**config.mk**
```make
export PLATFORM = sky130hd
export DESIGN_NAME = vseq_top
export DESIGN_NICKNAME = d
export VERILOG_FILES = /design/src/vseq_pkg.sv /design/src/vseq_issue_if.sv /design/src/vseq_top.sv /design/src/vseq_result.sv /design/src/vseq_pe.sv /design/src/vseq_sequencer.sv /design/src/vseq_decode.sv
export SDC_FILE = /design/constraint.sdc
export NUM_CORES = 1
export LEC_CHECK = 0
export BUFFER_PORTS_ARGS = -buffer_cell sky130_fd_sc_hd__buf_2
export CAP_MARGIN = 20
export CORE_ASPECT_RATIO = 0.75
export CORE_UTILIZATION = 40
export DETAILED_ROUTE_END_ITERATION = 10
export HOLD_SLACK_MARGIN = 0.05
export PLACE_DENSITY = 0.68
export SYNTH_ARGS = -nofsm -noshare
export SYNTH_HDL_FRONTEND = slang
export SYNTH_SLANG_ARGS = --single-unit
```
**constraint.sdc**
```tcl
create_clock -name clk_i -period 4.25 [get_ports clk_i]
set_clock_uncertainty 0.15 [all_clocks]
set_input_delay 0 -clock clk_i [delete_from_list [all_inputs] [get_ports clk_i]]
set_output_delay 0 -clock clk_i [all_outputs]
set_load 0.01 [all_outputs]
```
**src/vseq_pkg.sv**
```systemverilog
// Shared sizes, types and encodings of the vector sequencer subsystem.
// Every design file refers to these by scoped names.
package vseq_pkg;

  // Instruction ids that can be in flight at once
  localparam int unsigned NR_VINSN = 4;

  // Processing elements: arithmetic, load and store
  localparam int unsigned NR_PES = 3;

  // Element indices, chosen to match the unit encoding below
  localparam int unsigned PE_ALU = 0;
  localparam int unsigned PE_LOAD = 1;
  localparam int unsigned PE_STORE = 2;

  // v0 holds the mask of masked instructions
  localparam int unsigned VMASK = 0;

  typedef logic [1:0] vid_t;
  typedef logic [NR_VINSN-1:0] vmask_t;
  typedef logic [4:0] vreg_t;
  typedef logic [7:0] vl_t;
  typedef logic [31:0] elen_t;

  typedef enum logic [2:0] {
    VADD,
    VMUL,
    VLE,
    VSE,
    VREDSUM
  } op_e;

  typedef enum logic [1:0] {
    UNIT_ALU,
    UNIT_LOAD,
    UNIT_STORE
  } unit_e;

endpackage
```
**src/vseq_issue_if.sv**
```systemverilog
// Request bundle between decode, sequencer and processing elements.
// One instance carries the decoded request, a second the issued one.
`timescale 1ns/1ps

interface vseq_issue_if;

  logic valid;
  vseq_pkg::vid_t id;
  vseq_pkg::op_e op;
  vseq_pkg::unit_e unit;
  vseq_pkg::vreg_t vd;
  vseq_pkg::vreg_t vs1;
  vseq_pkg::vreg_t vs2;
  logic vm;
  vseq_pkg::vl_t vl;
  vseq_pkg::elen_t scalar;
  logic use_vd;
  logic use_vs1;
  logic use_vs2;
  logic needs_resp;
  // Hazard ids and the live running set, refreshed while a request is held
  vseq_pkg::vmask_t hazard;
  vseq_pkg::vmask_t running;

  modport dec_mp (
    input  valid,
    output op, unit, vd, vs1, vs2, vm, vl, scalar,
    output use_vd, use_vs1, use_vs2, needs_resp
  );

  modport seq_in_mp (
    input op, unit, vd, vs1, vs2, vm, vl, scalar,
    input use_vd, use_vs1, use_vs2, needs_resp
  );

  modport seq_out_mp (output valid, id, op, unit, vl, scalar, hazard, running);

  modport pe_mp (input valid, id, op, unit, vl, scalar, hazard, running);

endinterface

```
**src/vseq_top.sv**
```systemverilog
// Top level of the vector sequencer subsystem with the dispatcher ports.
// Wires decode, sequencer, the three processing elements and the result.
`timescale 1ns/1ps

module vseq_top (
  input  logic             clk_i,
  input  logic             rst_ni,
  input  logic             req_valid_i,
  input  vseq_pkg::op_e    req_op_i,
  input  vseq_pkg::vreg_t  req_vd_i,
  input  vseq_pkg::vreg_t  req_vs1_i,
  input  vseq_pkg::vreg_t  req_vs2_i,
  input  logic             req_vm_i,
  input  vseq_pkg::vl_t    req_vl_i,
  input  vseq_pkg::elen_t  req_scalar_i,
  output logic             req_ready_o,
  output logic             resp_valid_o,
  output vseq_pkg::elen_t  resp_data_o,
  output logic             resp_error_o,
  output logic             idle_o
);

  vseq_issue_if dec_if ();
  vseq_issue_if iss_if ();

  logic [vseq_pkg::NR_PES-1:0] pe_ready;
  logic [vseq_pkg::NR_PES-1:0] pe_ack;
  logic [vseq_pkg::NR_PES-1:0] pe_err;
  logic [vseq_pkg::NR_PES-1:0] pe_scalar_valid;
  vseq_pkg::vmask_t [vseq_pkg::NR_PES-1:0] pe_done;
  vseq_pkg::elen_t [vseq_pkg::NR_PES-1:0] pe_scalar;
  vseq_pkg::vmask_t done;
  logic resp_event;

  assign dec_if.valid = req_valid_i;

  vseq_decode i_decode (
    .decoded  (dec_if.dec_mp),
    .op_i     (req_op_i),
    .vd_i     (req_vd_i),
    .vs1_i    (req_vs1_i),
    .vs2_i    (req_vs2_i),
    .vm_i     (req_vm_i),
    .vl_i     (req_vl_i),
    .scalar_i (req_scalar_i)
  );

  vseq_sequencer i_sequencer (
    .clk_i        (clk_i),
    .rst_ni       (rst_ni),
    .req_valid_i  (req_valid_i),
    .req_ready_o  (req_ready_o),
    .dec          (dec_if.seq_in_mp),
    .issue        (iss_if.seq_out_mp),
    .pe_ready_i   (pe_ready),
    .done_i       (done),
    .resp_event_i (resp_event),
    .idle_o       (idle_o)
  );

  // Element index equals the unit encoding
  for (genvar p = 0; p < vseq_pkg::NR_PES; p++) begin : g_pe
    vseq_pe i_pe (
      .clk_i          (clk_i),
      .rst_ni         (rst_ni),
      .issue          (iss_if.pe_mp),
      .unit_i         (vseq_pkg::unit_e'(p)),
      .ready_o        (pe_ready[p]),
      .done_o         (pe_done[p]),
      .ack_o          (pe_ack[p]),
      .err_o          (pe_err[p]),
      .scalar_valid_o (pe_scalar_valid[p]),
      .scalar_o       (pe_scalar[p])
    );
  end

  vseq_result i_result (
    .clk_i          (clk_i),
    .rst_ni         (rst_ni),
    .done_i         (pe_done),
    .ack_i          (pe_ack),
    .err_i          (pe_err),
    .scalar_valid_i (pe_scalar_valid[vseq_pkg::PE_ALU]),
    .scalar_i       (pe_scalar[vseq_pkg::PE_ALU]),
    .done_o         (done),
    .resp_event_o   (resp_event),
    .resp_valid_o   (resp_valid_o),
    .resp_data_o    (resp_data_o),
    .resp_error_o   (resp_error_o)
  );

endmodule

```
**src/vseq_result.sv**
```systemverilog
// Merges done reports of the elements and builds the dispatcher response
// from the address acknowledgement or the scalar reduction result.
`timescale 1ns/1ps

module vseq_result (
  input  logic                                       clk_i,
  input  logic                                       rst_ni,
  input  vseq_pkg::vmask_t [vseq_pkg::NR_PES-1:0]    done_i,
  input  logic [vseq_pkg::NR_PES-1:0]                ack_i,
  input  logic [vseq_pkg::NR_PES-1:0]                err_i,
  input  logic                                       scalar_valid_i,
  input  vseq_pkg::elen_t                            scalar_i,
  output vseq_pkg::vmask_t                           done_o,
  output logic                                       resp_event_o,
  output logic                                       resp_valid_o,
  output vseq_pkg::elen_t                            resp_data_o,
  output logic                                       resp_error_o
);

  logic ack;
  logic err;

  always_comb begin
    done_o = '0;
    for (int p = 0; p < vseq_pkg::NR_PES; p++) begin
      done_o |= done_i[p];
    end
  end

  // Only load and store answer with an address acknowledgement
  assign ack = ack_i[vseq_pkg::PE_LOAD] | ack_i[vseq_pkg::PE_STORE];
  assign err = (ack_i[vseq_pkg::PE_LOAD] & err_i[vseq_pkg::PE_LOAD]) |
               (ack_i[vseq_pkg::PE_STORE] & err_i[vseq_pkg::PE_STORE]);
  assign resp_event_o = ack | scalar_valid_i;

  always_ff @(posedge clk_i or negedge rst_ni) begin
    if (!rst_ni) begin
      resp_valid_o <= 1'b0;
    end else begin
      resp_valid_o <= resp_event_o;
    end
  end

  // Ack wins; at most one response is outstanding anyway
  always_ff @(posedge clk_i) begin
    if (resp_event_o) begin
      resp_data_o <= ack ? '0 : scalar_i;
      resp_error_o <= ack ? err : 1'b0;
    end
  end

endmodule

```
**src/vseq_pe.sv**
```systemverilog
// Processing element, one instance per execution unit.
// Waits for its hazards to retire, counts out the vector length and
// reports its id as done. Load and store also acknowledge the address.
`timescale 1ns/1ps

module vseq_pe (
  input  logic              clk_i,
  input  logic              rst_ni,
  vseq_issue_if.pe_mp       issue,
  input  vseq_pkg::unit_e   unit_i,
  output logic              ready_o,
  output vseq_pkg::vmask_t  done_o,
  output logic              ack_o,
  output logic              err_o,
  output logic              scalar_valid_o,
  output vseq_pkg::elen_t   scalar_o
);

  typedef enum logic [1:0] {
    PE_IDLE,
    PE_HAZARD,
    PE_RUN
  } state_e;

  state_e state_q;
  logic accept;
  logic [8:0] cnt_q;
  vseq_pkg::vid_t id_q;
  vseq_pkg::vmask_t hazard_q;
  logic redsum_q;
  vseq_pkg::elen_t result_q;

  // Only a request for this unit can block the issue
  assign ready_o = (state_q == PE_IDLE) || (issue.unit != unit_i);
  assign accept = issue.valid && (issue.unit == unit_i) && (state_q == PE_IDLE);
  assign scalar_o = result_q;

  always_ff @(posedge clk_i or negedge rst_ni) begin
    if (!rst_ni) begin
      state_q <= PE_IDLE;
      cnt_q <= '0;
      hazard_q <= '0;
      redsum_q <= 1'b0;
      done_o <= '0;
      ack_o <= 1'b0;
      err_o <= 1'b0;
      scalar_valid_o <= 1'b0;
    end else begin
      done_o <= '0;
      ack_o <= 1'b0;
      err_o <= 1'b0;
      scalar_valid_o <= 1'b0;
      case (state_q)
        PE_IDLE: begin
          if (accept) begin
            state_q <= PE_HAZARD;
            hazard_q <= issue.hazard;
            // Multiplier pipeline adds three cycles
            cnt_q <= {1'b0, issue.vl} + ((issue.op == vseq_pkg::VMUL) ? 9'd4 : 9'd1);
            redsum_q <= issue.op == vseq_pkg::VREDSUM;
            ack_o <= unit_i != vseq_pkg::UNIT_ALU;
            // Word alignment check on the base address
            err_o <= (unit_i != vseq_pkg::UNIT_ALU) && (issue.scalar[1:0] != 2'b00);
          end
        end
        PE_HAZARD: begin
          // Retired ids drop out so a reused id is never waited on
          hazard_q <= hazard_q & issue.running;
          if (~|(hazard_q & issue.running)) state_q <= PE_RUN;
        end
        PE_RUN: begin
          cnt_q <= cnt_q - 9'd1;
          if (cnt_q == 9'd1) begin
            state_q <= PE_IDLE;
            done_o <= vseq_pkg::vmask_t'(1) << id_q;
            scalar_valid_o <= redsum_q;
          end
        end
        default: state_q <= PE_IDLE;
      endcase
    end
  end

  always_ff @(posedge clk_i) begin
    if (accept) begin
      id_q <= issue.id;
      result_q <= issue.scalar + vseq_pkg::elen_t'(issue.vl);
    end
  end

  // Done names exactly one id, and the sequencer still counts it running
  assert property (@(posedge clk_i) disable iff (!rst_ni)
    |done_o |-> $onehot(done_o) && ((done_o & issue.running) == done_o));

endmodule

```
**src/vseq_sequencer.sv**
```systemverilog
// Instruction sequencer: hands out ids, tracks running instructions
// and register access lists, builds hazard masks and issues one request
// at a time to the processing elements.
`timescale 1ns/1ps

module vseq_sequencer (
  input  logic                           clk_i,
  input  logic                           rst_ni,
  input  logic                           req_valid_i,
  output logic                           req_ready_o,
  vseq_issue_if.seq_in_mp                dec,
  vseq_issue_if.seq_out_mp               issue,
  input  logic [vseq_pkg::NR_PES-1:0]    pe_ready_i,
  input  vseq_pkg::vmask_t               done_i,
  input  logic                           resp_event_i,
  output logic                           idle_o
);

  // WAIT holds the dispatcher until the response event arrives
  typedef enum logic {
    IDLE,
    WAIT
  } state_e;

  state_e state_d, state_q;

  vseq_pkg::vmask_t [vseq_pkg::NR_PES-1:0] pe_running_d, pe_running_q;
  vseq_pkg::vmask_t running_d, running_q;
  vseq_pkg::vmask_t live;

  // Last reader and last writer of each vector register
  vseq_pkg::vid_t [31:0] rd_vid_d, rd_vid_q;
  vseq_pkg::vid_t [31:0] wr_vid_d, wr_vid_q;
  logic [31:0] rd_valid_d, rd_valid_q;
  logic [31:0] wr_valid_d, wr_valid_q;

  vseq_pkg::vid_t next_id;
  logic full;
  logic stall;
  logic accept;

  logic valid_d;
  vseq_pkg::vid_t id_d;
  vseq_pkg::op_e op_d;
  vseq_pkg::unit_e unit_d;
  vseq_pkg::vl_t vl_d;
  vseq_pkg::elen_t scalar_d;
  vseq_pkg::vmask_t hazard_d;

  function automatic int unsigned pe_idx(vseq_pkg::unit_e unit);
    case (unit)
      vseq_pkg::UNIT_LOAD: pe_idx = vseq_pkg::PE_LOAD;
      vseq_pkg::UNIT_STORE: pe_idx = vseq_pkg::PE_STORE;
      default: pe_idx = vseq_pkg::PE_ALU;
    endcase
  endfunction

  // Lowest free id
  always_comb begin
    next_id = '0;
    for (int i = vseq_pkg::NR_VINSN - 1; i >= 0; i--) begin
      if (!running_q[i]) next_id = vseq_pkg::vid_t'(i);
    end
  end

  assign full = &running_q;
  assign stall = issue.valid && !(&pe_ready_i);
  assign idle_o = ~|running_q;
  assign req_ready_o = (state_q == IDLE) && !stall && !full;
  assign accept = req_valid_i && req_ready_o;
  assign live = running_q & ~done_i;

  always_comb begin
    state_d = state_q;
    for (int p = 0; p < vseq_pkg::NR_PES; p++) begin
      pe_running_d[p] = pe_running_q[p] & ~done_i;
    end

    // Drop list entries whose instruction has finished
    rd_vid_d = rd_vid_q;
    wr_vid_d = wr_vid_q;
    for (int v = 0; v < 32; v++) begin
      rd_valid_d[v] = rd_valid_q[v] & live[rd_vid_q[v]];
      wr_valid_d[v] = wr_valid_q[v] & live[wr_vid_q[v]];
    end

    // Held request keeps its fields, hazards shrink as ids retire
    valid_d = stall;
    id_d = issue.id;
    op_d = issue.op;
    unit_d = issue.unit;
    vl_d = issue.vl;
    scalar_d = issue.scalar;
    hazard_d = issue.hazard & live;

    if (state_q == WAIT && resp_event_i) state_d = IDLE;

    if (accept) begin
      hazard_d = '0;
      // RAW
      if (dec.use_vs1 && wr_valid_d[dec.vs1]) hazard_d[wr_vid_d[dec.vs1]] = 1'b1;
      if (dec.use_vs2 && wr_valid_d[dec.vs2]) hazard_d[wr_vid_d[dec.vs2]] = 1'b1;
      // vm low means masked, which reads v0
      if (!dec.vm && wr_valid_d[vseq_pkg::VMASK]) begin
        hazard_d[wr_vid_d[vseq_pkg::VMASK]] = 1'b1;
      end
      // WAR and WAW
      if (dec.use_vd && rd_valid_d[dec.vd]) hazard_d[rd_vid_d[dec.vd]] = 1'b1;
      if (dec.use_vd && wr_valid_d[dec.vd]) hazard_d[wr_vid_d[dec.vd]] = 1'b1;

      valid_d = 1'b1;
      id_d = next_id;
      op_d = dec.op;
      unit_d = dec.unit;
      vl_d = dec.vl;
      scalar_d = dec.scalar;
      pe_running_d[pe_idx(dec.unit)][next_id] = 1'b1;

      if (dec.use_vd) begin
        wr_vid_d[dec.vd] = next_id;
        wr_valid_d[dec.vd] = 1'b1;
      end
      if (dec.use_vs1) begin
        rd_vid_d[dec.vs1] = next_id;
        rd_valid_d[dec.vs1] = 1'b1;
      end
      if (dec.use_vs2) begin
        rd_vid_d[dec.vs2] = next_id;
        rd_valid_d[dec.vs2] = 1'b1;
      end
      if (!dec.vm) begin
        rd_vid_d[vseq_pkg::VMASK] = next_id;
        rd_valid_d[vseq_pkg::VMASK] = 1'b1;
      end
      if (dec.needs_resp) state_d = WAIT;
    end

    running_d = '0;
    for (int p = 0; p < vseq_pkg::NR_PES; p++) begin
      running_d |= pe_running_d[p];
    end
  end

  always_ff @(posedge clk_i or negedge rst_ni) begin
    if (!rst_ni) begin
      state_q <= IDLE;
      pe_running_q <= '0;
      running_q <= '0;
      rd_valid_q <= '0;
      wr_valid_q <= '0;
      issue.valid <= 1'b0;
      issue.hazard <= '0;
      issue.running <= '0;
    end else begin
      state_q <= state_d;
      pe_running_q <= pe_running_d;
      running_q <= running_d;
      rd_valid_q <= rd_valid_d;
      wr_valid_q <= wr_valid_d;
      issue.valid <= valid_d;
      issue.hazard <= hazard_d;
      issue.running <= running_d;
    end
  end

  always_ff @(posedge clk_i) begin
    rd_vid_q <= rd_vid_d;
    wr_vid_q <= wr_vid_d;
    issue.id <= id_d;
    issue.op <= op_d;
    issue.unit <= unit_d;
    issue.vl <= vl_d;
    issue.scalar <= scalar_d;
  end

  // A stalled issue keeps its request until the elements take it
  assert property (@(posedge clk_i) disable iff (!rst_ni)
    stall |=> issue.valid && $stable(issue.id) && $stable(issue.op) &&
              $stable(issue.unit) && $stable(issue.vl) && $stable(issue.scalar));

  // The id put on the issue side was free when it was handed out
  assert property (@(posedge clk_i) disable iff (!rst_ni)
    accept |=> issue.valid && issue.id == $past(next_id) && !$past(running_q[next_id]));

endmodule

```
**src/vseq_decode.sv**
```systemverilog
// Combinational decode of a dispatcher request.
// Classifies the operation by unit, register use and response need.
`timescale 1ns/1ps

module vseq_decode (
  vseq_issue_if.dec_mp    decoded,
  input  vseq_pkg::op_e   op_i,
  input  vseq_pkg::vreg_t vd_i,
  input  vseq_pkg::vreg_t vs1_i,
  input  vseq_pkg::vreg_t vs2_i,
  input  logic            vm_i,
  input  vseq_pkg::vl_t   vl_i,
  input  vseq_pkg::elen_t scalar_i
);

  always_comb begin
    decoded.op = op_i;
    decoded.vd = vd_i;
    decoded.vs1 = vs1_i;
    decoded.vs2 = vs2_i;
    decoded.vm = vm_i;
    decoded.vl = vl_i;
    decoded.scalar = scalar_i;

    decoded.unit = vseq_pkg::UNIT_ALU;
    decoded.use_vd = 1'b0;
    decoded.use_vs1 = 1'b0;
    decoded.use_vs2 = 1'b0;
    decoded.needs_resp = 1'b0;

    case (op_i)
      vseq_pkg::VADD, vseq_pkg::VMUL: begin
        decoded.use_vd = 1'b1;
        decoded.use_vs1 = 1'b1;
        decoded.use_vs2 = 1'b1;
      end
      vseq_pkg::VLE: begin
        decoded.unit = vseq_pkg::UNIT_LOAD;
        decoded.use_vd = 1'b1;
        decoded.needs_resp = 1'b1;
      end
      vseq_pkg::VSE: begin
        // vs1 holds the store data
        decoded.unit = vseq_pkg::UNIT_STORE;
        decoded.use_vs1 = 1'b1;
        decoded.needs_resp = 1'b1;
      end
      vseq_pkg::VREDSUM: begin
        // Scalar result, so no vd write
        decoded.use_vs2 = 1'b1;
        decoded.needs_resp = 1'b1;
      end
      default: ;
    endcase

    if (decoded.valid) begin
      assert (op_i inside {vseq_pkg::VADD, vseq_pkg::VMUL, vseq_pkg::VLE,
                           vseq_pkg::VSE, vseq_pkg::VREDSUM});
    end
  end

endmodule

```
==> results of run 1 <==
-- kinds of logic after synthesis --
group | Yosys count | synth area share
simple gates | 666 | 0.163
flops | 396 | 0.509
xor+xnor | 34 | 0.0136
compound gates | 478 | 0.150
mux | 166 | 0.122
buf+inv | 174 | 0.0324
fa+ha+maj | 18 | 0.0106
-- routing by layer --
metal  vias up  GRT usage
li1       7900          -
met1      8991      0.362
met4         0     0.0666
met3       135     0.0610
met5         -          0
met2      1117      0.368
-- sequential cells by signal (all words and copies together), names as in the netlist, 27 cells and up --
signal	cells
i_sequencer.wr_vid_q	64
i_result.resp_data_o	32
i_sequencer.rd_valid_q	32
i_sequencer.rd_vid_q	64
i_sequencer.wr_valid_q	32
g_pe.i_pe.cnt_q	27
g_pe.i_pe.scalar_o	32
i_sequencer.issue.scalar	32
-- power by group --
part | total, uW | internal [uW] | leakage (uW) | switching [uW]
sequential | 5810 | 5170 | 0.00421 | 634
combinational | 4400 | 1630 | 0.00464 | 2770
clock | 3620 | 2010 | 0.000654 | 1610
total | 13800 | 8810 | 0.00950 | 5010
-- repair_timing --
item / 4_1_cts / 5_1_grt
endpoints found under the hold margin: 276 / 0
resized for setup: 0 / 0
buffers inserted: 0 / 0
hold buffers: 94 / 0
-- tightest hold or removal path: cells and delay by family --
kind / cells / cell delay [ns]
compound gates: 2 / 0.47
buf+inv: 1 / 0.35
-- area by class of cell --
type / instances / share of cell area
inverters: 63 / 0.00935
multi-input cells: 1362 / 0.394
repair buffers: 254 / 0.0773
clock inverters: 20 / 0.00594
clock buffers: 57 / 0.0455
well taps: 712 / 0.0347
diodes: 1 / 0.0000974
flip-flops and latches: 396 / 0.434
-- worst paths after layout --
| check | from | end | depth (start not counted) |
|---|---|---|---|
| worst min-delay path | req_vs1_i[1] | i_sequencer.rd_valid_q[27] | 3 |
| worst max-delay path | g_pe[1].i_pe.done_o[2] | i_sequencer.issue.hazard[2] | 11 |
| min in group asynchronous | rst_ni | g_pe[0].i_pe.cnt_q[3] | 4 |
| max in group asynchronous | rst_ni | i_sequencer.wr_valid_q[29] | 4 |
| worst min register to register | g_pe[0].i_pe.id_q[0] | g_pe[0].i_pe.done_o[2] | 1 |
| worst max register to register | g_pe[1].i_pe.done_o[2] | i_sequencer.issue.hazard[2] | 11 |
-- through the flow --
| stage | setup slack, ns | util | cell area [um^2] | std cells | total power [uW] |
|---|---|---|---|---|---|
| floorplan | 0.663 | - | 21900 | 1932 | 8570 |
| global placement | 0.483 | 0.437 | 23400 | 2693 | 9900 |
| detailed placement | 0.481 | 0.437 | 23400 | 2693 | 10100 |
| CTS | 0.460 | 0.480 | 25700 | 2864 | 13800 |
| global route | 0.181 | 0.480 | 25700 | 2865 | 14500 |
| finish | 0.329 | 0.480 | 25700 | 2865 | 13800 |
-- placed cells by master (no fill, tap or decap), types with 13 or more instances in the layout --
| master | count |
|---|---|
| nand3_1 | 33 |
| nor3_1 | 74 |
| nand4_1 | 26 |
| and2_1 | 43 |
| nand2_1 | 122 |
| nor3b_1 | 74 |
| buf_2 | 96 |
| ha_1 | 17 |
| mux2i_1 | 25 |
| mux4_2 | 74 |
| o22ai_1 | 48 |
| buf_4 | 58 |
| o21ai_0 | 108 |
| a31oi_1 | 15 |
| a21oi_1 | 53 |
| or3_1 | 13 |
| xnor2_1 | 32 |
| edfxtp_1 | 246 |
| mux2_2 | 67 |
| nor2_1 | 133 |
| dlygate4sd3_1 | 93 |
| and3_1 | 42 |
| nand2b_1 | 29 |
| a22o_1 | 30 |
| dfrtp_1 | 150 |
| clkbuf_16 | 44 |
| inv_1 | 61 |
| nor2b_1 | 22 |
| o211ai_1 | 17 |
| a22oi_1 | 84 |
| o41ai_1 | 27 |
==> qor.csv, run 1 <==
stage,metric,value,unit
run_status,status,"finished, final reports clean",
drt,firstDrtPassIters,8,
timing,maxSlewHeadroom,0.233,
die,design.core.area,0.0535,mm^2
synthesis,synth-seq-cells,396,
pwr,powerDensity,538,mW/mm^2
worst_setup_path,cp-end-kind,register,
die,num_io_pins,98,
synthesis,async_flop_share,0.379,
worst_setup_path,rrSetupSlack,0.33,ns
drt,routed_wl,69.2,mm
clocking,tritoncts,built,
clocking,clk_pin_slew,0.06,ns
timing,setup_violations,0,
placement,place_congestion,1.00,
timing,hold_slack,0.148,ns
worst_setup_path,max_stage_delay,0.85,ns
synthesis,synthFlopType,edfxtp_1,
drt,first_iter_violations,2371,
synthesis,seq_area_frac_synth,0.509,
synthesis,synth_nets,2012,
synthesis,yosysWarningCount,0,
clocking,cts_root_buf,clkbuf_16,
global_routing,antenna_found_initial,2,
global_routing,grt_pass1_vias,17400,
pwr,ir_drop,360,uV
cells_and_area,multi_input_area,0.0101,mm^2
worst_setup_path,critPathSlowestCell,or4b_4,
timing,grt_setup_unrepaired,no,
global_routing,grt_overflow,0,
drt,met1_length,30.1,mm
timing,period_minus_slack,3.92,ns
synthesis,syn_avg_cell_area,11.3,um^2
worst_setup_path,crit_required,4.60,ns
timing,max_slew.worst_pin.slew,1.14,ns
global_routing,grt_max_degree,79,
drt,wl_met2,29.7,mm
drt,vias,18100,
synthesis,synth_common_cells,"246 x edfxtp_1, 150 x dfrtp_1, 134 x nor2_1, 122 x nand2_1, 108 x o21ai_0",
die,row_count,73,
worst_setup_path,crit_type,reg2reg,
timing,fin_crit_sh,0.923,
worst_setup_path,critPathBufInv,2,
worst_setup_path,path_cells,"or4b_4, nor3b_1, o41ai_1, buf_4, a32oi_1, nand2_1, o311ai_0, buf_4, nand4_1, o31a_1, a31oi_1",
clocking,numCtsBuffers,42,
timing,hold_violations,0,
pwr,p_leak,0.00950,uW
worst_setup_path,cp-start-kind,register,
die,die-area,0.0557,mm^2
die,die_width,272,um
clocking,clock_latency,0.58,ns
global_routing,grt_pass1_wl,106,mm
synthesis,synthTopCellsByArea,"edfxtp_1 34%, dfrtp_1 17%, mux4_2 7.6%, mux2_2 3.4%, a22oi_1 2.9%",
cells_and_area,fin_nets,2199,
synthesis,yosys.area.top_type,edfxtp_1,
placement,port_buffers,97,
timing,tns,0,ns
synthesis,synth_edf_count,246,
run,maxCapViolations,0,
worst_hold_path,hold_class,in2reg,
synthesis,synth_cell_type_count,73,
synthesis,synthCells,1932,
global_routing,track_usage,0.249,
placement,hpwlAfterDp,46.7,mm
clocking,htreeDepth,2,
timing,max_freq,255,MHz
drt,ant_nets,0,
cells_and_area,drive_gt1_frac,0.179,
synthesis,synth_most_common_cell,edfxtp_1,
drt,wl_per_cell,24.2,um
worst_setup_path,cp_common_cell,buf_4,
clocking,cts_buffer_depth,3,
cells_and_area,fill_cells,4720,
die,die_h,205,um
cells_and_area,ff_latch_area,0.0111,mm^2
cells_and_area,syn2layout_area_growth,17.3,%
drt,wl_met3,7.83,mm
worst_setup_path,path_max_fanout,38,
drt,highest_layer,met4,
synthesis,syn_area,0.0219,mm^2
die,initial_core_util,0.409,
clocking,cts_sinks,396,
worst_setup_path,cp_top_family,simple AND/OR/NAND/NOR gates,
drt,route.detailed.drc,0,
synthesis,yosysTopAreaCellShare,0.337,
timing,drv_slew,0,
drt,post_drt_via_cell_ratio,6.33,
worst_setup_path,arrival,4.27,ns
(Power assumes the default switching activity.)
==> run 2, diff against run 1 <==
--- a/config.mk
+++ b/config.mk
@@ -12,6 +12,7 @@
 export DETAILED_ROUTE_END_ITERATION = 10
 export HOLD_SLACK_MARGIN = 0.05
 export PLACE_DENSITY = 0.68
+export RECOVER_POWER = 100
 export SYNTH_ARGS = -nofsm -noshare
 export SYNTH_HDL_FRONTEND = slang
 export SYNTH_SLANG_ARGS = --single-unit
==> qor.csv, run 2 (same netlist as run 1, synthesis figures left out) <==
stage,metric,value,unit
worst_hold_path,hold_class,in2reg,
worst_setup_path,crit_type,reg2reg,
cells_and_area,final_common_cell,edfxtp_1,
pwr,powerDensity,539,mW/mm^2
worst_setup_path,r2r_cells,11,
worst_setup_path,worstReg2RegStart,g_pe[1].i_pe.done_o[2],
drt,ant_nets,0,
die,die-area,0.0557,mm^2
timing,period_minus_slack,3.95,ns
global_routing,grt_pass1_wl,106,mm
run_status,failed_checks,"max-capacitance violations, max-slew violations",
timing,fin_crit_sh,0.929,
drt,firstDrtPassIters,8,
clocking,tritoncts,built,
placement,placed_area,0.0234,mm^2
cells_and_area,design_area,0.0255,mm^2
worst_setup_path,critPathSlowestCell,or4b_4,
global_routing,track_usage,0.249,
timing,max_freq,253,MHz
cells_and_area,ff_latch_area,0.0111,mm^2
cells_and_area,largestRegisters,"i_sequencer.rd_vid_q (64), i_sequencer.wr_vid_q (64)",
timing,maxSlewHeadroom,-0.461,
drt,route.detailed.drc,0,
die,die_h,205,um
global_routing,antenna_found_initial,2,
pwr,ir_drop,357,uV
worst_hold_path,hold_path_end,i_sequencer.rd_valid_q[27],
run_status,status,"finished, violations left",
die,initial_core_util,0.409,
global_routing,grt_overflow,0,
clocking,htreeDepth,2,
timing,layout_setup_ws,0.301,ns
global_routing,grt_max_degree,79,
drt,vias,18200,
cells_and_area,drive_gt1_frac,0.152,
drt,routed_wl,69.4,mm
worst_setup_path,cp-end-kind,register,
cells_and_area,mostFrequentLayoutCells,"246 x edfxtp_1, 150 x dfrtp_1, 133 x nor2_1",
worst_setup_path,crit_required,4.60,ns
clocking,numCtsBuffers,42,
cells_and_area,fill_cells,4764,
clocking,post_cts_buffers,0,
timing,setup_violations,0,
worst_setup_path,path_cells,"or4b_4, nor3b_1, o41ai_1, clkbuf_1, a32oi_1, nand2_1, o311ai_0, clkbuf_1, nand4_1, o31a_1, a31oi_1",
worst_setup_path,cp-start-kind,register,
worst_setup_path,rrSetupSlack,0.30,ns
drt,post_drt_via_cell_ratio,6.34,
die,die_width,272,um
cells_and_area,instances_no_fill,2867,
worst_setup_path,arrival,4.30,ns
placement,place_congestion,1.00,
clocking,clock_latency,0.58,ns
clocking,clk_pin_slew,0.06,ns
timing,hold_violations,0,
placement,hpwlAfterDp,46.7,mm
clocking,cts_sinks,396,
global_routing,grt_pass1_vias,17400,
cells_and_area,fin_util,0.477,
worst_setup_path,timing.rr.end,i_sequencer.issue.hazard[2],
timing,grt_setup_unrepaired,no,
drt,first_iter_violations,2341,
worst_setup_path,path_max_fanout,38,
timing,tns,0,ns
worst_hold_path,holdPathStages,3,
drt,wl_per_cell,24.2,um
pwr,p_leak,0.00929,uW
timing,drv_slew,222,
cells_and_area,multi_input_area,0.0101,mm^2
clocking,cts_root_buf,clkbuf_16,
placement,dpl.cell_count,2693,
worst_hold_path,holdCritStartpoint,req_vs1_i[1],
cells_and_area,fin_nets,2199,
run,maxCapViolations,4,
die,design.core.area,0.0535,mm^2
worst_setup_path,max_stage_delay,0.85,ns
die,row_count,73,
clocking,cts_buffer_depth,3,
timing,max_slew.worst_pin.slew,2.19,ns
die,num_io_pins,98,
cells_and_area,syn2layout_area_growth,16.5,%
placement,dp_slack,0.481,ns
placement,port_buffers,97,
worst_setup_path,cp_common_cell,clkbuf_1,
run 2: cell type report:
type / instances / share of cell area
Sequential cell: 396 / 0.437
Inverter: 63 / 0.00932
Antenna cell: 3 / 0.000294
Clock buffer: 57 / 0.0459
Tap cell: 712 / 0.0349
Clock inverter: 20 / 0.00598
Timing Repair Buffer: 254 / 0.0705
Multi-Input combinational cell: 1362 / 0.396
run 2: worst max-delay path by stage:
stage,depth (start not counted),slack [ns],startpoint,endpoint
6_report,11,0.30,g_pe[1].i_pe.done_o[2],i_sequencer.issue.hazard[2]
5_1_grt,11,0.1,g_pe[1].i_pe.done_o[2],i_sequencer.issue.hazard[1]
4_1_cts,11,0.46,g_pe[1].i_pe.done_o[2],i_sequencer.issue.hazard[2]
3_5_place_dp,11,0.48,g_pe[1].i_pe.done_o[2],i_sequencer.issue.hazard[2]
3_3_place_gp,11,0.48,g_pe[1].i_pe.done_o[2],i_sequencer.issue.hazard[2]
2_1_floorplan,7,0.66,g_pe[2].i_pe.state_q[1],i_sequencer.issue.id[0]
run 2: repair_timing:
| action | CTS | global route |
|---|---|---|
| gates resized for setup | 0 | 0 |
| hold buffers | 94 | 0 |
| endpoints found under the hold margin | 276 | 0 |
run 2: routing by layer:
| metal | up-vias | GRT usage | wire, um |
|---|---|---|---|
| li1 | 7918 | - | - |
| met4 | 0 | 0.0666 | 1460 |
| met2 | 1098 | 0.368 | 30000 |
| met3 | 120 | 0.0610 | 7880 |
| met1 | 9049 | 0.362 | 30100 |
| met5 | - | 0 | 0 |
run 2: where the power goes:
group | internal, uW | switching [uW] | total, uW
registers | 5190 | 634 | 5820
logic | 1560 | 2760 | 4320
clock network | 2010 | 1600 | 3610
run 2: per-stage QoR:
step	power (uW)	hold slack, ns
after floorplan	8570	-0.446
after global placement	9900	-0.0695
after detailed placement	10100	-0.0643
after CTS	13800	0.106
after global routing	14400	0.183
final	13800	0.164
run 2: worst max-delay path: cells and delay by family (launching register included):
kind | cells | cell delay [ns]
AND/OR/NAND/NOR | 4 | 1.46
AO/OA/AOI/OAI | 5 | 1.40
buffers and inverters | 2 | 0.45
flip-flops | 1 | 0.40
